## src/video_macros.svh

```systemverilog
//------------------------------------------------
// Timing, FIFO and prefill values
// Defaults are tiny for simulation; counter widths
// must be raised together with 1920x1080 values
//------------------------------------------------
`ifndef VIDEO_MACROS_SVH
`define VIDEO_MACROS_SVH

// Horizontal line: active, front porch, sync, back porch
`define VID_HACT 8
`define VID_HFP 2
`define VID_HSP 2
`define VID_HBP 2

// Vertical frame in lines
`define VID_VACT 4
`define VID_VFP 1
`define VID_VSP 1
`define VID_VBP 1

// Counter widths, must hold line and frame totals
`define VID_HBITS 4
`define VID_VBITS 3

// Pixel FIFO, depth is a power of two here
`define FIFO_DEPTH 32
`define FIFO_ABITS 5
`define FIFO_MARGIN 4

// Pixels buffered before the timing starts
`define PREFILL_COUNT `VID_HACT

`endif

```

## src/videoPkg.sv

```systemverilog
//------------------------------------------------
// Shared pixel, sync and state types
// Pixel layout follows YUYV on a 16-bit bus:
// chroma (U or V) in the upper byte, luma below
//------------------------------------------------
`default_nettype none

package videoPkg;

	//------------------------------------------------
	// Pixel
	//------------------------------------------------
	// One YUYV sample, chroma alternates U and V per pixel
	typedef struct packed
	{
		logic [7:0] chroma;
		logic [7:0] luma;
	} pixel_t;

	//------------------------------------------------
	// Display timing bundle
	//------------------------------------------------
	// All three active high
	typedef struct packed
	{
		logic hSync;
		logic vSync;
		logic de;
	} syncBundle_t;

	//------------------------------------------------
	// Start gate FSM
	//------------------------------------------------
	// HOLD keeps the timing generator in reset
	typedef enum logic
	{
		HOLD = 1'b0,
		RUN  = 1'b1
	} gateState_t;

endpackage

`default_nettype wire

```

## src/pixelFifo.sv

```systemverilog
//------------------------------------------------
// Single-clock pixel FIFO, read data one cycle late
// o_full is an almost-full level, not a handshake
// Writes to a truly full buffer are dropped
//------------------------------------------------
`timescale 1ns/1ns
`default_nettype none
`include "video_macros.svh"

module pixelFifo
(
	input  logic              iFCLK,
	input  logic              iFRST,
	input  videoPkg::pixel_t  i_wrData,
	input  logic              i_wrEn,
	input  logic              i_rdEn,
	output videoPkg::pixel_t  o_rdData,
	output logic              o_full,
	output logic              o_empty
);

	localparam int DEPTH      = `FIFO_DEPTH;
	localparam int ABITS      = `FIFO_ABITS;
	localparam int FULL_LEVEL = `FIFO_DEPTH - `FIFO_MARGIN;
	localparam logic [ABITS-1:0] LAST_ADDR = ABITS'(DEPTH - 1);

	videoPkg::pixel_t mem [0:DEPTH-1];
	logic [ABITS-1:0] wrPtr;
	logic [ABITS-1:0] rdPtr;
	// One extra bit so a full buffer is distinct from empty
	logic [ABITS:0]   count;
	logic             wrOk;
	logic             rdOk;

	// Guard pointers against overflow and underflow
	assign wrOk = i_wrEn && (count != (ABITS+1)'(DEPTH));
	assign rdOk = i_rdEn && (count != '0);

	//------------------------------------------------
	// Pointers and occupancy
	//------------------------------------------------
	always_ff @(posedge iFCLK)
	begin
		if (iFRST)
		begin
			wrPtr <= '0;
			rdPtr <= '0;
			count <= '0;
		end
		else
		begin
			if (wrOk)
				wrPtr <= (wrPtr == LAST_ADDR) ? '0 : wrPtr + 1'b1;
			if (rdOk)
				rdPtr <= (rdPtr == LAST_ADDR) ? '0 : rdPtr + 1'b1;
			// Simultaneous read and write leaves count as is
			case ({wrOk, rdOk})
				2'b10:   count <= count + 1'b1;
				2'b01:   count <= count - 1'b1;
				default: count <= count;
			endcase
		end
	end

	//------------------------------------------------
	// Storage and registered read port
	//------------------------------------------------
	always_ff @(posedge iFCLK)
	begin
		if (wrOk)
			mem[wrPtr] <= i_wrData;
		// Holds last value when no read happens
		if (rdOk)
			o_rdData <= mem[rdPtr];
	end

	// Flags follow the registered count
	assign o_full  = (count >= (ABITS+1)'(FULL_LEVEL));
	assign o_empty = (count == '0);

endmodule

`default_nettype wire

```

## src/startGate.sv

```systemverilog
//------------------------------------------------
// Holds display timing in reset until one line
// of pixels is buffered; releases once per reset
//------------------------------------------------
`timescale 1ns/1ns
`default_nettype none
`include "video_macros.svh"

module startGate
(
	input  logic iFCLK,
	input  logic iFRST,
	input  logic i_wrStrobe,
	output logic o_timingRst
);

	localparam int PREFILL = `PREFILL_COUNT;
	localparam int CBITS   = $clog2(PREFILL + 1);

	videoPkg::gateState_t state;
	logic [CBITS-1:0]     pixCnt;

	always_ff @(posedge iFCLK)
	begin
		if (iFRST)
		begin
			state  <= videoPkg::HOLD;
			pixCnt <= '0;
		end
		else
		begin
			case (state)
				videoPkg::HOLD:
				begin
					// Counter stops once the line is in
					if (pixCnt == CBITS'(PREFILL))
						state <= videoPkg::RUN;
					else if (i_wrStrobe)
						pixCnt <= pixCnt + 1'b1;
				end
				default:
				begin
					// Stays released until the next reset
					state <= videoPkg::RUN;
				end
			endcase
		end
	end

	assign o_timingRst = (state == videoPkg::HOLD);

endmodule

`default_nettype wire

```

## src/videoTimingGen.sv

```systemverilog
//------------------------------------------------
// Display timing from H and V counters
// Order per line: active, front porch, sync, back
// porch; o_fetch leads o_sync.de by one cycle
//------------------------------------------------
`timescale 1ns/1ns
`default_nettype none
`include "video_macros.svh"

module videoTimingGen
(
	input  logic                  iFCLK,
	input  logic                  iFRST,
	input  logic                  i_timingRst,
	output videoPkg::syncBundle_t o_sync,
	output logic                  o_fetch
);

	localparam int HBITS = `VID_HBITS;
	localparam int VBITS = `VID_VBITS;
	localparam int HTOT  = `VID_HACT + `VID_HFP + `VID_HSP + `VID_HBP;
	localparam int VTOT  = `VID_VACT + `VID_VFP + `VID_VSP + `VID_VBP;

	// Compare points at counter width
	localparam logic [HBITS-1:0] H_LAST     = HBITS'(HTOT - 1);
	localparam logic [HBITS-1:0] H_ACT      = HBITS'(`VID_HACT);
	localparam logic [HBITS-1:0] HS_START   = HBITS'(`VID_HACT + `VID_HFP);
	localparam logic [HBITS-1:0] HS_END     = HBITS'(`VID_HACT + `VID_HFP + `VID_HSP);
	localparam logic [VBITS-1:0] V_LAST     = VBITS'(VTOT - 1);
	localparam logic [VBITS-1:0] V_ACT      = VBITS'(`VID_VACT);
	localparam logic [VBITS-1:0] VS_START   = VBITS'(`VID_VACT + `VID_VFP);
	localparam logic [VBITS-1:0] VS_END     = VBITS'(`VID_VACT + `VID_VFP + `VID_VSP);

	logic                  rst;
	logic [HBITS-1:0]      hCnt;
	logic [VBITS-1:0]      vCnt;
	logic                  lineEnd;
	// Decoded one cycle ahead of the output bundle
	videoPkg::syncBundle_t earlySync;

	// Either reset source parks the generator
	assign rst     = iFRST | i_timingRst;
	assign lineEnd = (hCnt == H_LAST);

	//------------------------------------------------
	// Position counters
	//------------------------------------------------
	always_ff @(posedge iFCLK)
	begin
		if (rst)
		begin
			hCnt <= '0;
			vCnt <= '0;
		end
		else
		begin
			hCnt <= lineEnd ? '0 : hCnt + 1'b1;
			// Line count steps at the end of each line
			if (lineEnd)
				vCnt <= (vCnt == V_LAST) ? '0 : vCnt + 1'b1;
		end
	end

	//------------------------------------------------
	// Decode and output registers
	//------------------------------------------------
	always_ff @(posedge iFCLK)
	begin
		if (rst)
		begin
			earlySync <= '0;
			o_sync    <= '0;
		end
		else
		begin
			earlySync.de    <= (hCnt < H_ACT) && (vCnt < V_ACT);
			earlySync.hSync <= (hCnt >= HS_START) && (hCnt < HS_END);
			earlySync.vSync <= (vCnt >= VS_START) && (vCnt < VS_END);
			// Second stage, lines up with FIFO read latency
			o_sync <= earlySync;
		end
	end

	// Early de doubles as the FIFO read enable
	assign o_fetch = earlySync.de;

endmodule

`default_nettype wire

```

## src/videoOutStage.sv

```systemverilog
//------------------------------------------------
// Aligns FIFO data with syncs delayed by one cycle
// Blanking and underflowed pixels output zero
// o_underflow is sticky until iFRST
//------------------------------------------------
`timescale 1ns/1ns
`default_nettype none

module videoOutStage
(
	input  logic                  iFCLK,
	input  logic                  iFRST,
	input  videoPkg::syncBundle_t i_sync,
	input  logic                  i_fetch,
	input  videoPkg::pixel_t      i_rdData,
	input  logic                  i_empty,
	output videoPkg::syncBundle_t o_sync,
	output videoPkg::pixel_t      o_pixel,
	output logic                  o_underflow
);

	// Last fetch found the FIFO empty
	logic missed;

	always_ff @(posedge iFCLK)
	begin
		if (iFRST)
		begin
			o_sync      <= '0;
			o_pixel     <= '0;
			missed      <= 1'b0;
			o_underflow <= 1'b0;
		end
		else
		begin
			o_sync <= i_sync;
			missed <= i_fetch && i_empty;
			// Read data lines up with i_sync here, so both move on together
			// Zero outside active video and for missed pixels
			o_pixel <= (i_sync.de && !missed) ? i_rdData : '0;
			// Fetch on empty FIFO, flag stays set
			if (i_fetch && i_empty)
				o_underflow <= 1'b1;
		end
	end

endmodule

`default_nettype wire

```

## src/videoPostProcess.sv

```systemverilog
//------------------------------------------------
// Video post-processing top, single clock iFCLK
// Source must stop writing while o_full is high;
// the display side never stalls
//------------------------------------------------
`timescale 1ns/1ns
`default_nettype none

module videoPostProcess
(
	input  logic                  iFCLK,
	input  logic                  iFRST,
	input  videoPkg::pixel_t      i_pixel,
	input  logic                  i_pixelValid,
	output logic                  o_full,
	output videoPkg::syncBundle_t o_sync,
	output videoPkg::pixel_t      o_pixel,
	output logic                  o_underflow
);

	videoPkg::pixel_t      fifoRdData;
	logic                  fifoEmpty;
	logic                  timingRst;
	logic                  fetch;
	videoPkg::syncBundle_t genSync;

	//------------------------------------------------
	// Input side
	//------------------------------------------------
	pixelFifo pixelFifo_inst
	(
		.iFCLK    (iFCLK),
		.iFRST    (iFRST),
		.i_wrData (i_pixel),
		.i_wrEn   (i_pixelValid),
		.i_rdEn   (fetch),
		.o_rdData (fifoRdData),
		.o_full   (o_full),
		.o_empty  (fifoEmpty)
	);

	// Same strobe counts toward the prefill line
	startGate startGate_inst
	(
		.iFCLK       (iFCLK),
		.iFRST       (iFRST),
		.i_wrStrobe  (i_pixelValid),
		.o_timingRst (timingRst)
	);

	//------------------------------------------------
	// Timing and output side
	//------------------------------------------------
	videoTimingGen videoTimingGen_inst
	(
		.iFCLK       (iFCLK),
		.iFRST       (iFRST),
		.i_timingRst (timingRst),
		.o_sync      (genSync),
		.o_fetch     (fetch)
	);

	videoOutStage videoOutStage_inst
	(
		.iFCLK       (iFCLK),
		.iFRST       (iFRST),
		.i_sync      (genSync),
		.i_fetch     (fetch),
		.i_rdData    (fifoRdData),
		.i_empty     (fifoEmpty),
		.o_sync      (o_sync),
		.o_pixel     (o_pixel),
		.o_underflow (o_underflow)
	);

endmodule

`default_nettype wire

```

## config.mk

```make
export PLATFORM = sky130hd
export DESIGN_NAME = videoPostProcess
export DESIGN_NICKNAME = d
export VERILOG_FILES = /design/src/videoPkg.sv /design/src/pixelFifo.sv /design/src/startGate.sv /design/src/videoTimingGen.sv /design/src/videoOutStage.sv /design/src/videoPostProcess.sv
export VERILOG_INCLUDE_DIRS = /design/src
export SDC_FILE = /design/constraint.sdc
export NUM_CORES = 1
export LEC_CHECK = 0
export BUFFER_PORTS_ARGS = -buffer_cell sky130_fd_sc_hd__clkbuf_2
export CAP_MARGIN = 25
export CORE_MARGIN = 3
export CORE_UTILIZATION = 45
export CTS_CLUSTER_DIAMETER = 150
export DETAILED_ROUTE_END_ITERATION = 12
export PLACE_DENSITY = 0.63
export SLEW_MARGIN = 0
export SYNTH_ARGS = -nofsm -noshare
export SYNTH_HDL_FRONTEND = slang
export SYNTH_HIERARCHICAL = 1
export SYNTH_SLANG_ARGS = --single-unit
export TNS_END_PERCENT = 100
```

## constraint.sdc

```tcl
create_clock -name iFCLK -period 3.3 [get_ports iFCLK]
set_input_delay 0.33 -clock iFCLK [delete_from_list [all_inputs] [get_ports iFCLK]]
set_output_delay 0.33 -clock iFCLK [all_outputs]
set_load 0.01 [all_outputs]
```

==> key figures <==
Outcome
  • Status: completed

Route
  • Wire per inst: 25.6 um
  • # DRC: 0
  • Total number of vias: about 11000
  • Final wirelength: between 50000 and 60000 um
  • Via density: ~5.7
  • Routed Antenna Nets: 0
  • Drt first pass iters: 5
  • First DRT Iteration DRCs: 900

Logic synthesis
  • Average size of a mapped cell: around 20 um^2
  • Synth Instances: 1142
  • Netlist cell types: 69
  • Yosys top cell by area: edfxtp_1
  • Post-synth top area share: 0.704
  • Mapped cell area: 22500 um^2
  • Synth area leaders: edfxtp_1 (70%), mux4_2 (8.3%), dfxtp_1 (4.9%), mux2i_1 (3.1%), mux4_1 (1.5%)
  • Synth warn: 6
  • Seq cells post-synth: just under 600
  • Async S/R FF share, synth: 0
  • Mapped Nets: about 1200
  • Ys flop type: edfxtp_1
  • EDFF count, synth: around 530
  • Register area share after synthesis: 0.752

Placement
  • Dpl cell area: 23800 um^2
  • Routability Congestion: about 0.77
  • Placed Cells: about 1800
  • Placed wire-length estimate: around 28000 um
  • Post-place setup slack: roughly 340 ps
  • # port buffers: 39

STA
  • Skew final: ~17 ps
  • Max transition margin: 0.322
  • Endpoints failing hold: 0
  • Final worst slack: ~330 ps
  • Tightest Pin Transition: slightly above 1000 ps
  • Peak Freq: ~340 MHz
  • Min cycle time layout: around 3000 ps
  • Final Max Slew Viols: 0
  • Finish-stage setup viols: 0
  • Unrepaired setup endpoints after global routing: false
  • Tcrit/Tclk final: 0.899

Floorplan
  • Die width: around 230 um
  • Boundary Pins: 40
  • Die area: ~53000 um^2
  • Die Y-Extent: approximately 230 um
  • Core area: around 50000 um^2
  • Starting Density: 0.458
  • # rows: 81

Cells and area
  • Layout cells sized above 1: 0.246
  • Most common cell after layout, fill and taps aside: edfxtp_1
  • Fin cells: roughly 2000
  • # fillers: slightly below 4000
  • Post-Layout Inst Area: approximately 26000 um^2
  • Commonest non-fill, non-tap cells in the layout: edfxtp_1 (528), mux4_2 (83), mux2i_1 (69), clkbuf_16 (57), buf_4 (55)
  • Final #Nets: ~1300
  • Area Growth Syn to Fin: 14.2%

Critical path
  • Required time of the critical path: approximately 3800 ps
  • WP buf/inv: 1
  • Crit-path cells: or4_4 > o31ai_4 > clkinvlp_4 > ha_4 > ha_4 > or4b_4 > a21oi_1 > nand4b_1 > mux2_4
  • Cell family contributing the most delay on the critical path: simple AND/OR/NAND/NOR gates
  • Top cell by count, worst path: ha_4
  • Worst Reg-to-Reg Cells: 9
  • Crit. End Element: register
  • R2r startpoint: pixelFifo_inst/count[3]$_SDFFE_PP0P_
  • Crit Reg-Reg Endpoint: pixelFifo_inst/count[5]$_SDFFE_PP0P_
  • Slowest stage delay, CP: approximately 570 ps
  • Critical Path Fanout Max: 8
  • CP max-delay cell: or4_4
  • Nature of the critical path startpoint: register
  • Critical setup path kind: register to register
  • Flop2flop setup slack: roughly 330 ps
  • Critical path arrival: between 3000 and 4000 ps

Power
  • Max IR drop VDD: approximately 0.34 mV
  • Leakage power: 8.08 nW
  • Power Dens Cells: just under 600 nW/um^2

Worst hold path
  • WHS Path Cells: 4
  • HP Start: i_pixelValid
  • Worst Hold Path EP: startGate_inst/pixCnt[1]$_SDFFE_PP0P_
  • HP Class: input pin to register

Clock network
  • Sink Count: between 500 and 600
  • CTS Hold Buffers Added: 0
  • Clk slew on worst S/H paths: roughly 60 ps
  • Root buffer cell: clkbuf_16
  • TritonCTS clock tree: done
  • Clock latency on the worst-skew pair: ~610 ps
  • Max clock buf depth: 3
  • Post_cts resized: 0
  • CTS H-tree depth: 2
  • Num CTS Buffers: 57
  • Post-CTS Setup Repair Bufs: 0

Global routing
  • Total track usage: 0.190
  • Vias in the first global route: between 10000 and 15000
  • Initial antenna violation count: 0
  • GR Overflow Total: 0
  • Largest net degree at the start of global routing: 37
  • Global-route wire length before repair: roughly 74000 um

Flow run
  • Max_cap viols: 0
synth_stat cells, types with 3 or more instances:
library cell	n
o221ai_1	16
nand2_1	20
a22o_1	16
edfxtp_1	528
a2111oi_2	15
nand3_1	7
o21ai_1	4
o22ai_1	15
mux4_2	83
buf_2	7
or3_1	4
buf_4	6
a21oi_1	46
nor2b_1	5
mux4_1	13
a31oi_1	3
a22oi_1	16
clkbuf_1	31
inv_1	12
nand3b_1	5
and2_1	19
a211oi_1	3
mux2i_1	69
buf_6	9
dfxtp_1	55
o21ai_0	3
nor3_1	3
nand2b_1	4
nor2_1	55
ha_1	18
where the power goes:
part,switching [mW],internal [mW],leakage (nW)
sequential,0.0178,8.09,5.20
clock,2.72,3.93,0.944
combinational,0.195,0.0717,1.93
total,2.94,12.1,8.08
stage by stage:
step / setup TNS (ps) / power (mW) / utilization / hold WS, ps
after floorplan: -9.89 / 8.36 / - / 399
after global placement: 0 / 8.52 / 0.483 / 408
after detailed placement: 0 / 8.53 / 0.483 / 416
after CTS: 0 / 15.2 / 0.522 / 114
after global routing: 0 / 15.5 / 0.522 / 152
final: 0 / 15.0 / 0.522 / 147
area by class of cell:
class	count	area, um^2	area share
Inverter	13	52.6	0.00204
Sequential cell	583	17000	0.659
Clock buffer	67	1490	0.0581
Clock inverter	39	427	0.0166
Antenna cell	1	2.50	0.0000972
Timing Repair Buffer	101	748	0.0291
Multi-Input combinational cell	488	5210	0.202
Tap cell	664	831	0.0323
sequential cells by signal (all words and copies together) (netlist names), 3 cells and up:
signal,count
videoTimingGen_inst/vCnt,3
videoOutStage_inst/o_sync,3
pixelFifo_inst/rdPtr,5
videoTimingGen_inst/hCnt,4
startGate_inst/pixCnt,4
pixelFifo_inst/o_rdData,16
videoOutStage_inst/o_pixel,16
pixelFifo_inst/mem,512
videoTimingGen_inst/o_sync,3
pixelFifo_inst/wrPtr,5
pixelFifo_inst/count,6
tightest hold or removal path, stage by stage:
cell	delay (ps)
clkbuf_2	120
nand2b_4	100
nor2_4	50
mux2i_1	100
kinds of logic (layout without fill, tap and decap cells):
kind of cell,after synthesis,count (layout),synth area share
XOR/XNOR,4,4,0.00155
buffers and inverters,71,220,0.0186
flip-flops,583,583,0.752
AO/OA/AOI/OAI,151,151,0.0514
other,0,1,0
AND/OR/NAND/NOR,147,147,0.0354
multiplexers,167,167,0.130
adder cells (fa/ha/maj),19,19,0.0109
worst max path at each step:
| stage | depth (start not counted) | slack [ps] | from | endpoint |
|---|---|---|---|---|
| final | 9 | 330 | pixelFifo_inst/count[3]$_SDFFE_PP0P_ | pixelFifo_inst/count[5]$_SDFFE_PP0P_ |
| after global routing | 9 | 200 | pixelFifo_inst/count[3]$_SDFFE_PP0P_ | pixelFifo_inst/count[5]$_SDFFE_PP0P_ |
| after CTS | 9 | 330 | pixelFifo_inst/count[3]$_SDFFE_PP0P_ | pixelFifo_inst/count[5]$_SDFFE_PP0P_ |
| after detailed placement | 9 | 340 | pixelFifo_inst/count[3]$_SDFFE_PP0P_ | pixelFifo_inst/count[5]$_SDFFE_PP0P_ |
| after global placement | 9 | 380 | pixelFifo_inst/count[3]$_SDFFE_PP0P_ | pixelFifo_inst/count[5]$_SDFFE_PP0P_ |
| after floorplan | 9 | -10 | pixelFifo_inst/count[3]$_SDFFE_PP0P_ | pixelFifo_inst/count[5]$_SDFFE_PP0P_ |
routing by layer:
layer,routed length [um],part of all wire,vias up,GRT usage
met4,1070,0.021,0,0.0544
li1,-,-,4894,-
met2,24000,0.48,310,0.305
met3,3120,0.062,63,0.0334
met1,22000,0.44,5820,0.270
met5,0,0,-,0
Note: power is estimated with default switching activity, not from simulation.
